### src/hdl/cardPkg.sv
package cardPkg;

	// card word is {suit, rank}
	localparam int unsigned rankW = 4;
	localparam int unsigned suitW = 2;
	localparam int unsigned cardW = suitW + rankW;

	localparam int unsigned handSize = 5;

	// legal ranks, ace counts as 1
	localparam int unsigned rankLow = 1;
	localparam int unsigned rankHigh = 13;

	// consecutive ranks needed for a straight
	localparam int unsigned runLen = 5;

	// ten pairings at most, so 0 to 10 fits in four bits
	localparam int unsigned pairCountW = 4;

endpackage
### src/hdl/handPkg.sv
package handPkg;

	localparam int unsigned typeW = 4;

	// category codes, same order as the gate-level evaluator
	localparam logic [typeW-1:0] highCard = 4'd0;
	localparam logic [typeW-1:0] onePair = 4'd1;
	localparam logic [typeW-1:0] twoPairs = 4'd2;
	localparam logic [typeW-1:0] threeOfAKind = 4'd3;
	localparam logic [typeW-1:0] straight = 4'd4;
	localparam logic [typeW-1:0] flush = 4'd5;
	localparam logic [typeW-1:0] fullHouse = 4'd6;
	localparam logic [typeW-1:0] fourOfAKind = 4'd7;
	localparam logic [typeW-1:0] straightFlush = 4'd8;

	// pair counts over the ten pairings
	// a triple gives 3, triple plus pair gives 4, four alike gives 6
	localparam logic [cardPkg::pairCountW-1:0] pairsOne = 4'd1;
	localparam logic [cardPkg::pairCountW-1:0] pairsTwo = 4'd2;
	localparam logic [cardPkg::pairCountW-1:0] pairsThree = 4'd3;
	localparam logic [cardPkg::pairCountW-1:0] pairsFull = 4'd4;
	localparam logic [cardPkg::pairCountW-1:0] pairsFour = 4'd6;

endpackage

### src/hdl/handFeaturesIf.sv
`timescale 1ns/1ps

interface handFeaturesIf;

	logic featValid;
	logic [cardPkg::pairCountW-1:0] pairCount;
	logic isFlush;
	logic isStraight;

	// fields only mean something while featValid is high
	modport producer (
		output featValid,
		output pairCount,
		output isFlush,
		output isStraight
	);

	modport consumer (
		input featValid,
		input pairCount,
		input isFlush,
		input isStraight
	);

endinterface

### src/hdl/pokerHand.sv
`timescale 1ns/1ps

module pokerHand (
	input  logic                      clk,
	input  logic                      rstN,
	input  logic                      cardValid,
	input  logic [cardPkg::cardW-1:0] card0,
	input  logic [cardPkg::cardW-1:0] card1,
	input  logic [cardPkg::cardW-1:0] card2,
	input  logic [cardPkg::cardW-1:0] card3,
	input  logic [cardPkg::cardW-1:0] card4,
	output logic                      handValid,
	output logic [handPkg::typeW-1:0] handType
);

	logic [cardPkg::handSize-1:0][cardPkg::cardW-1:0] cards;

	// card0 lands in slot 0
	assign cards = {card4, card3, card2, card1, card0};

	handFeaturesIf feat ();

	// stage 1, pair count and the two flags
	featureStage uFeatures (
		.clk      (clk),
		.rstN     (rstN),
		.cardValid(cardValid),
		.cards    (cards),
		.feat     (feat.producer)
	);

	// stage 2, category code
	handClassifier uClassifier (
		.clk      (clk),
		.rstN     (rstN),
		.feat     (feat.consumer),
		.handValid(handValid),
		.handType (handType)
	);

endmodule

### src/hdl/handClassifier.sv
`timescale 1ns/1ps

module handClassifier (
	input  logic                     clk,
	input  logic                     rstN,
	handFeaturesIf.consumer          feat,
	output logic                     handValid,
	output logic [handPkg::typeW-1:0] handType
);

	logic [handPkg::typeW-1:0] nextType;

	// highest category wins
	// full house beats flush, straight needs no pair check
	always_comb begin
		if (feat.isFlush && feat.isStraight) begin
			nextType = handPkg::straightFlush;
		end else if (feat.pairCount >= handPkg::pairsFour) begin
			// five alike lands here too
			nextType = handPkg::fourOfAKind;
		end else if (feat.pairCount == handPkg::pairsFull) begin
			nextType = handPkg::fullHouse;
		end else if (feat.isFlush) begin
			nextType = handPkg::flush;
		end else if (feat.isStraight) begin
			nextType = handPkg::straight;
		end else if (feat.pairCount == handPkg::pairsThree) begin
			nextType = handPkg::threeOfAKind;
		end else if (feat.pairCount == handPkg::pairsTwo) begin
			nextType = handPkg::twoPairs;
		end else if (feat.pairCount == handPkg::pairsOne) begin
			nextType = handPkg::onePair;
		end else begin
			nextType = handPkg::highCard;
		end
	end

	always_ff @(posedge clk) begin
		if (!rstN) begin
			handValid <= 1'b0;
			handType <= handPkg::highCard;
		end else begin
			handValid <= feat.featValid;
			if (feat.featValid) begin
				handType <= nextType;
			end
		end
	end

endmodule

### src/hdl/featureStage.sv
`timescale 1ns/1ps

module featureStage (
	input  logic                                             clk,
	input  logic                                             rstN,
	input  logic                                             cardValid,
	input  logic [cardPkg::handSize-1:0][cardPkg::cardW-1:0] cards,
	handFeaturesIf.producer                                  feat
);

	logic [cardPkg::pairCountW-1:0] pairCount;
	logic [cardPkg::suitW-1:0] leadSuit;
	logic isStraight;
	logic isFlush;

	rankMatcher uMatcher (
		.cards    (cards),
		.pairCount(pairCount)
	);

	straightDetector uStraight (
		.cards     (cards),
		.isStraight(isStraight)
	);

	// suit is the top field of the card word
	assign leadSuit = cards[0][cardPkg::cardW-1 -: cardPkg::suitW];

	// flush when every suit equals the first one
	always_comb begin
		isFlush = 1'b1;
		for (int i = 1; i < cardPkg::handSize; i++) begin
			if (cards[i][cardPkg::cardW-1 -: cardPkg::suitW] != leadSuit) begin
				isFlush = 1'b0;
			end
		end
	end

	always_ff @(posedge clk) begin
		if (!rstN) begin
			feat.featValid <= 1'b0;
		end else begin
			feat.featValid <= cardValid;
		end
	end

	// features follow the strobe, one hand per clock
	always_ff @(posedge clk) begin
		if (cardValid) begin
			feat.pairCount <= pairCount;
			feat.isFlush <= isFlush;
			feat.isStraight <= isStraight;
		end
	end

endmodule

### src/hdl/straightDetector.sv
`timescale 1ns/1ps

module straightDetector (
	input  logic [cardPkg::handSize-1:0][cardPkg::cardW-1:0] cards,
	output logic                                             isStraight
);

	localparam int unsigned lastStart = cardPkg::rankHigh - cardPkg::runLen + 1;
	localparam int unsigned tenRank = cardPkg::rankHigh - cardPkg::runLen + 2;

	logic [cardPkg::rankHigh:cardPkg::rankLow] present;
	logic [cardPkg::rankW-1:0] rank;
	logic lowRun;
	logic aceHigh;

	// one presence bit per legal rank
	// ranks 0, 14 and 15 are simply dropped here
	always_comb begin
		present = '0;
		rank = '0;
		for (int i = 0; i < cardPkg::handSize; i++) begin
			rank = cards[i][cardPkg::rankW-1:0];
			if (rank >= cardPkg::rankLow && rank <= cardPkg::rankHigh) begin
				present[rank] = 1'b1;
			end
		end
	end

	// ace-low A2345 up to 9TJQK
	always_comb begin
		lowRun = 1'b0;
		for (int s = cardPkg::rankLow; s <= lastStart; s++) begin
			if (&present[s +: cardPkg::runLen]) begin
				lowRun = 1'b1;
			end
		end
	end

	// ten to king with the ace wrapping round
	assign aceHigh = (&present[tenRank +: cardPkg::runLen - 1]) && present[cardPkg::rankLow];

	// five distinct ranks already rule out any pair
	assign isStraight = lowRun || aceHigh;

endmodule

### src/hdl/rankMatcher.sv
`timescale 1ns/1ps

module rankMatcher (
	input  logic [cardPkg::handSize-1:0][cardPkg::cardW-1:0] cards,
	output logic [cardPkg::pairCountW-1:0]                   pairCount
);

	logic [cardPkg::rankW-1:0] ranks [cardPkg::handSize];
	logic [cardPkg::pairCountW-1:0] matchSum;

	// rank sits in the low bits of each card
	always_comb begin
		for (int i = 0; i < cardPkg::handSize; i++) begin
			ranks[i] = cards[i][cardPkg::rankW-1:0];
		end
	end

	// every unordered pairing once, ten compares for five cards
	// out-of-range ranks still match each other
	always_comb begin
		matchSum = '0;
		for (int i = 0; i < cardPkg::handSize - 1; i++) begin
			for (int j = i + 1; j < cardPkg::handSize; j++) begin
				if (ranks[i] == ranks[j]) begin
					matchSum = matchSum + 1'b1;
				end
			end
		end
	end

	// sum alone identifies the rank pattern
	assign pairCount = matchSum;

endmodule

### config.mk
export PLATFORM = sky130hd
export DESIGN_NAME = pokerHand
export DESIGN_NICKNAME = d
export VERILOG_FILES = /design/src/hdl/cardPkg.sv /design/src/hdl/handPkg.sv /design/src/hdl/handFeaturesIf.sv /design/src/hdl/pokerHand.sv /design/src/hdl/handClassifier.sv /design/src/hdl/featureStage.sv /design/src/hdl/straightDetector.sv /design/src/hdl/rankMatcher.sv
export SDC_FILE = /design/constraint.sdc
export NUM_CORES = 1
export LEC_CHECK = 0
export BUFFER_PORTS_ARGS = -buffer_cell sky130_fd_sc_hd__buf_2
export CAP_MARGIN = 20
export CELL_PAD_IN_SITES_DETAIL_PLACEMENT = 0
export CELL_PAD_IN_SITES_GLOBAL_PLACEMENT = 2
export CORE_ASPECT_RATIO = 1.25
export CORE_MARGIN = 3
export CORE_UTILIZATION = 36
export CTS_CLUSTER_DIAMETER = 60
export DETAILED_ROUTE_END_ITERATION = 12
export PLACE_DENSITY = 0.95
export REMOVE_ABC_BUFFERS = 1
export SLEW_MARGIN = 20
export SYNTH_ARGS = -nofsm -noshare
export SYNTH_HDL_FRONTEND = slang
export SYNTH_SLANG_ARGS = --single-unit
### constraint.sdc
create_clock -name clk -period 8.7 [get_ports clk]
set_clock_uncertainty 0.05 [all_clocks]
set_input_delay 0.87 -clock clk [delete_from_list [all_inputs] [get_ports clk]]
set_output_delay 0.87 -clock clk [all_outputs]
set_load 0.05 [all_outputs]
* Word-level counts from Yosys, hierarchy flattened
Index checks and enable logic that the tools add are counted.
** Storage, ports and cells
- Bits in registers :: 12
- Output and inout port bits :: 5
- Logic and storage cells :: 125
** Cells by class
- $add $sub $neg :: 9
- $lt $le $gt $ge :: 21
- Eq/ne operators :: 18
- Muxes and demuxes :: 43
- Bitwise logic cells :: 4
- Reduce and logical (&&, ||, !) cells :: 24
** Operators by type and width (number)
- 13-bit two-way mux :: 5
- 4-bit two-way mux :: 16
- 13-bit bitwise OR :: 4
- 5-bit AND reduction :: 9
- 4-bit equality test :: 10
- 4-bit by 1-bit greater-or-equal comparator with 1-bit output, second input constant :: 10
- 4-bit by 1-bit adder with 4-bit output, second input constant :: 9
- 4-bit by 5-bit less-than comparator with 1-bit output, second input constant :: 5
- 1-bit demux with 4-bit select :: 5
- 4-bit <= comparator, second input constant :: 5
- 1-bit two-way mux :: 17
- 1-bit logical AND :: 12
- 4-bit by 2-bit equality test with 1-bit output, second input constant :: 2
- 2-bit inequality test :: 4
- 4-bit by 1-bit equality test with 1-bit output, second input constant :: 1
- 4-bit by 3-bit equality test with 1-bit output, second input constant :: 1
- 4-bit by 3-bit greater-or-equal comparator with 1-bit output, second input constant :: 1
- 4-bit AND reduction :: 1
- 3-bit OR reduction :: 1
- 1-bit logical OR :: 1

* Depth between registers and ports, before layout
- Depth in word-level cells :: 24
- Mapped depth :: 27

* By module
A second synthesis with hierarchy kept.
** Unflattened totals
- Cells, all modules :: 309
- Area, all modules :: 2467.4 sq um
** By module, submodules not included
- rankMatcher :: instances 1, cells each 166, area an instance 1345.0 sq um, sequential area each 0.0 sq um
- straightDetector :: instances 1, cells each 100, area an instance 630.6 sq um, sequential area each 0.0 sq um
- featureStage :: instances 1, cells each 17, area an instance 267.8 sq um, sequential area each 200.2 sq um
- handClassifier :: instances 1, cells each 26, area an instance 224.0 sq um, sequential area each 100.1 sq um

* Least setup slack after synthesis
OpenSTA, ideal clock, no wires.
- Path type :: input port to flip-flop
- Start point :: in card1[1] in the netlist's numbering
- End point :: reg uFeatures.feat.pairCount[1] (data pin)
- Arrival time :: 5.636 ns
- Slack :: 2.754 ns
- Stages :: 22
- Buffers on the path :: 1
- Cell sequence :: clkbuf_1 > xnor2_1 > and4_1 > ha_1 > xor2_1 > ha_1 > a21o_1 > ha_1 > inv_1 > a2bb2oi_1 > ha_1 > mux2i_1 > inv_1 > ha_1 > nor2_1 > a21oi_1 > ha_1 > mux2_2 > ha_1 > mux2_2 > ha_1 > mux2_2
** Between the ends
- Longest elaborated chain between the ends :: 20
** RTL lines
- start: declaration :: RTL line pokerHand.sv:8 : input logic [cardPkg::cardW-1:0] card1,
- 4-bit equality test :: RTL line rankMatcher.sv:24 : if (ranks[i] == ranks[j]) begin
- 1-bit two-way mux :: RTL line rankMatcher.sv:24
- 4-bit by 1-bit adder with 4-bit output :: RTL line rankMatcher.sv:25 : matchSum = matchSum + 1'b1;
- 4-bit two-way mux :: RTL line rankMatcher.sv:24
- 4-bit by 1-bit adder with 4-bit output :: RTL line rankMatcher.sv:25
- 4-bit two-way mux :: RTL line rankMatcher.sv:24
- 4-bit by 1-bit adder with 4-bit output :: RTL line rankMatcher.sv:25
- 4-bit two-way mux :: RTL line rankMatcher.sv:24
- [... 5 more ...]
- 4-bit two-way mux (*) :: RTL line rankMatcher.sv:24
- 4-bit by 1-bit adder with 4-bit output :: RTL line rankMatcher.sv:25
- 4-bit two-way mux (*) :: RTL line rankMatcher.sv:24
- 4-bit by 1-bit adder with 4-bit output :: RTL line rankMatcher.sv:25
- 4-bit two-way mux (*) :: RTL line rankMatcher.sv:24
- 4-bit by 1-bit adder with 4-bit output :: RTL line rankMatcher.sv:25
- 4-bit two-way mux (*) :: RTL line rankMatcher.sv:24
- via uFeatures.pairCount (one bit) :: RTL line featureStage.sv:11 : logic [cardPkg::pairCountW-1:0] pairCount;
- end: declaration :: RTL line handFeaturesIf.sv:13 : output pairCount,
The timed path passes the listed nets; every way through them passes the cells marked *.
A chain may end at the register's enable or synchronous reset.

* Final worst setup path
- Start point :: in card1[2] in the netlist's numbering
- End point :: reg uFeatures.feat.pairCount[1] (data pin)
The elaborated chain is that of the path after synthesis.

==> results.json <==
{
  "status": "completed",
  "start_kind": "primary input",
  "yosys-top-cells-area": "xor2_1 14%, edfxtp_1 7.7%, xnor2_1 6.0%",
  "async_flop_share_pct": 0,
  "clock_latency_ns": 0.24,
  "ant_nets": 0,
  "path_buf_inv": 3,
  "grt_overflow": 0,
  "yosysSeqAreaShare_pct": 12.8,
  "dr.first_iter.drc_count": 74,
  "cts-resized-gates": 0,
  "finalCoreUtilization_pct": 41.1,
  "critPathArrivalTime_ns": 5.82,
  "synth.largest_area_cell": "xor2_1",
  "final_cells": 412,
  "die-area_um2": 7520,
  "report.final.slew_viol_count": 0,
  "synth.top_cell.area_share_pct": 13.8,
  "finalCriticalPeriod_ns": 5.88,
  "syn-cell-area_um2": 2340,
  "rsz0062_at_grt": "false",
  "grt_pass1_vias": 2179,
  "viasPerCell": 5.49,
  "min_from": "uClassifier.handType[2]$_SDFFE_PN0P_",
  "worst_slew_pin_slew_ns": 0.870,
  "cts_setup_buffers": 0,
  "fmax_mhz": 170,
  "avgSynthCellArea_um2": 7.63,
  "antennaDiodeCount": 0,
  "port_buffers": 37,
  "gr-usage-all-layers_pct": 17.2,
  "die_w_um": 78.2,
  "drt_wl_total_um": 6150,
  "cap_viol_max_count": 0,
  "power_frac_clock_pct": 22.8,
  "synth.distinct_cells": 55,
  "p_sw_share_pct": 39.3,
  "setup.worst_path.end_class": "flop",
  "critical_path_class": "primary input to flop",
  "power_density_nw_per_um2": 103,
  "cts_tree": "built",
  "ios": 38,
  "dr.pass1.iters": 4,
  "power.leakage_uw": 0.00104,
  "gp_congestion": 0.971,
  "r2r_start": "uFeatures.feat.isFlush$_SDFFCE_PP0P_",
  "setup_viol": 0,
  "grt_pass1_wl_um": 10300,
  "row_count": 32,
  "synthFlopType": "edfxtp_1",
  "nets": 370,
  "vias": 2262,
  "power_uw": 263,
  "switching_power_uw": 103,
  "numCtsBuffers": 3,
  "reg2regPathDepth": 6,
  "power_frac_comb_pct": 50.6,
  "tns_ns": 0,
  "hold_buffers": 0,
  "finalHoldViolations": 0,
  "vdd_drop_max_mv": 0.0662,
  "timing.rr.end": "uClassifier.handType[0]$_SDFFE_PN0P_",
  "r2r_slack_ns": 7.54,
  "h-tree-depth": 1,
  "path_clk_slew_ns": 0.05,
  "drcViolationCount": 0,
  "dp_hpwl_um": 4890,
  "worstPathMaxFanout": 10,
  "root_buffer": "clkbuf_8",
  "required_ns": 8.64,
  "synth_edf_count": 6,
  "ys_warn_count": 0,
  "crit_top_cell": "ha_1",
  "holdPathStages": 2,
  "worstHoldEndpoint": "uClassifier.handType[2]$_SDFFE_PN0P_",
  "grt_antenna_before_repair": 0,
  "crit_slowest_cell": "ha_1",
  "place_inst": 408,
  "grt_max_degree": 14,
  "slowest_delay_ns": 0.36,
  "fin_hold_ws_ns": 0.420,
  "area_delta_synth_final_pct": 9.56,
  "cts_sinks": 12,
  "finalCritPeriodShare_pct": 67.6,
  "slew_headroom_pct": 41.5,
  "internal-power_uw": 160,
  "share_seq_of_total_power_pct": 26.6,
  "routedWlPerCell_um": 14.9,
  "cts_buffer_depth": 2,
  "initial_core_util_pct": 37.5,
  "fp.dieH_um": 96.2,
  "core_um2": 6250,
  "cp_top_family": "adder cells",
  "hp-class": "flop to flop",
  "final_layout_size_suffix_gt1_share_pct": 15.9,
  "path_cells": "buf_2 > xnor2_1 > and4_1 > ha_1 > xor2_1 > ha_1 > a21o_1 > ha_1 > inv_1 > a2bb2oi_1 > ha_1 > mux2i_1 > inv_1 > ha_1 > nor2_1 > a21oi_1 > ha_1 > mux2_2 > ha_1 > mux2_2 > ha_1 > mux2_2",
  "netlist_instances": 307,
  "synth-seq-cells": 12
}
## worst reg2reg max path, cell delays in order (launching register included)
cell	delay (ns)
edfxtp_1	0.44
nor2_1	0.11
nor2_1	0.04
nor2_1	0.08
a21oi_1	0.05
o211ai_1	0.16
a21boi_0	0.10
## sequential cells by signal, summed over array words and instances, names as in the netlist
signal / count
uFeatures.feat.featValid: 1
uFeatures.feat.isStraight: 1
uFeatures.feat.pairCount: 4
uClassifier.handValid: 1
uClassifier.handType: 4
uFeatures.feat.isFlush: 1
## worst max path at each step
stage | startpoint | to | slack (ns) | depth (start not counted)
after floorplan | card1[1] | uFeatures.feat.pairCount[1]$_DFFE_PP_ | 3.06 | 21
after global placement | card0[1] | uFeatures.feat.pairCount[1]$_DFFE_PP_ | 2.63 | 22
after detailed placement | card0[1] | uFeatures.feat.pairCount[1]$_DFFE_PP_ | 2.55 | 22
after CTS | card0[1] | uFeatures.feat.pairCount[1]$_DFFE_PP_ | 2.80 | 22
after global routing | card1[2] | uFeatures.feat.pairCount[2]$_DFFE_PP_ | 2.50 | 26
final | card1[2] | uFeatures.feat.pairCount[1]$_DFFE_PP_ | 2.82 | 22
## power groups by stage
| stage | Combinational [uW] | Clock (uW) | Sequential (uW) |
|---|---|---|---|
| 6_report | 133 | 59.9 | 70.0 |
| 4_1_cts | 134 | 61.7 | 70.1 |
| 3_5_place_dp | 133 | 0 | 71.2 |
| 5_1_grt | 149 | 65.0 | 71.0 |
| 2_1_floorplan | 86.9 | 0 | 74.7 |
| 3_3_place_gp | 131 | 0 | 70.9 |
## kinds of logic (layout without fill, tap and decap cells)
family	Yosys count	after routing	share of synthesized area, %
XOR/XNOR	59	59	25.5
flip-flops	12	12	12.8
buffers and inverters	32	52	6.99
multiplexers	4	4	1.87
AND/OR/NAND/NOR	130	130	31.0
adder cells (fa/ha/maj)	9	9	4.81
AO/OA/AOI/OAI	61	61	17.1
## cell type report
cell class                 instances  area [um2]
multi-input combinational        263        1880
fill                             685        3680
inverter                          11        41.3
tap                               85         106
timing repair buffer              37         185
sequential                        12         300
clock buffer                       4        55.1
## metrics by stage
stage	worst slack, ns	area (um2)
6_report	2.82	2570
5_1_grt	2.50	2570
4_1_cts	2.80	2570
3_5_place_dp	2.55	2510
3_3_place_gp	2.63	2510
2_1_floorplan	3.06	2220
## per-layer routing
metal	global-route usage (%)	up-vias	wire length [um]
met5	0	-	0
met2	31.8	65	3150
met3	2.15	26	193
li1	-	1126	-
met1	18.8	1045	2420
met4	10.3	0	387
## cell usage in the layout, fill, tap and decap left out, types with 3 or more instances in the layout
cell	instances
nor2_1	24
nand2_1	26
mux2_2	3
o22ai_1	4
nor3b_1	4
nand3_1	13
nor4_1	3
xor2_1	37
ha_1	9
dfxtp_1	6
nor3_1	11
and2_1	4
nand2b_1	15
nand4_1	4
xnor3_1	3
inv_1	10
o21ai_0	10
nor4_4	3
clkbuf_8	4
a21oi_1	15
nor2b_1	11
edfxtp_1	6
xnor2_1	16
a22oi_1	3
buf_2	37
a21boi_0	3
a31oi_1	8
## synth_stat cells, drive strengths merged (4+ instances only)
| master | count |
|---|---|
| nor2 | 24 |
| and2 | 4 |
| dfxtp | 6 |
| inv | 11 |
| nor3 | 11 |
| nor4 | 7 |
| edfxtp | 6 |
| o22ai | 4 |
| ha | 9 |
| nor3b | 4 |
| nand2b | 15 |
| o21ai | 10 |
| nand2 | 26 |
| a31oi | 8 |
| a21oi | 15 |
| nand3 | 13 |
| clkbuf | 7 |
| buf | 14 |
| xor2 | 38 |
| nand4 | 4 |
| xnor2 | 16 |
| nor2b | 11 |
Power figures use the tool's default switching activity.
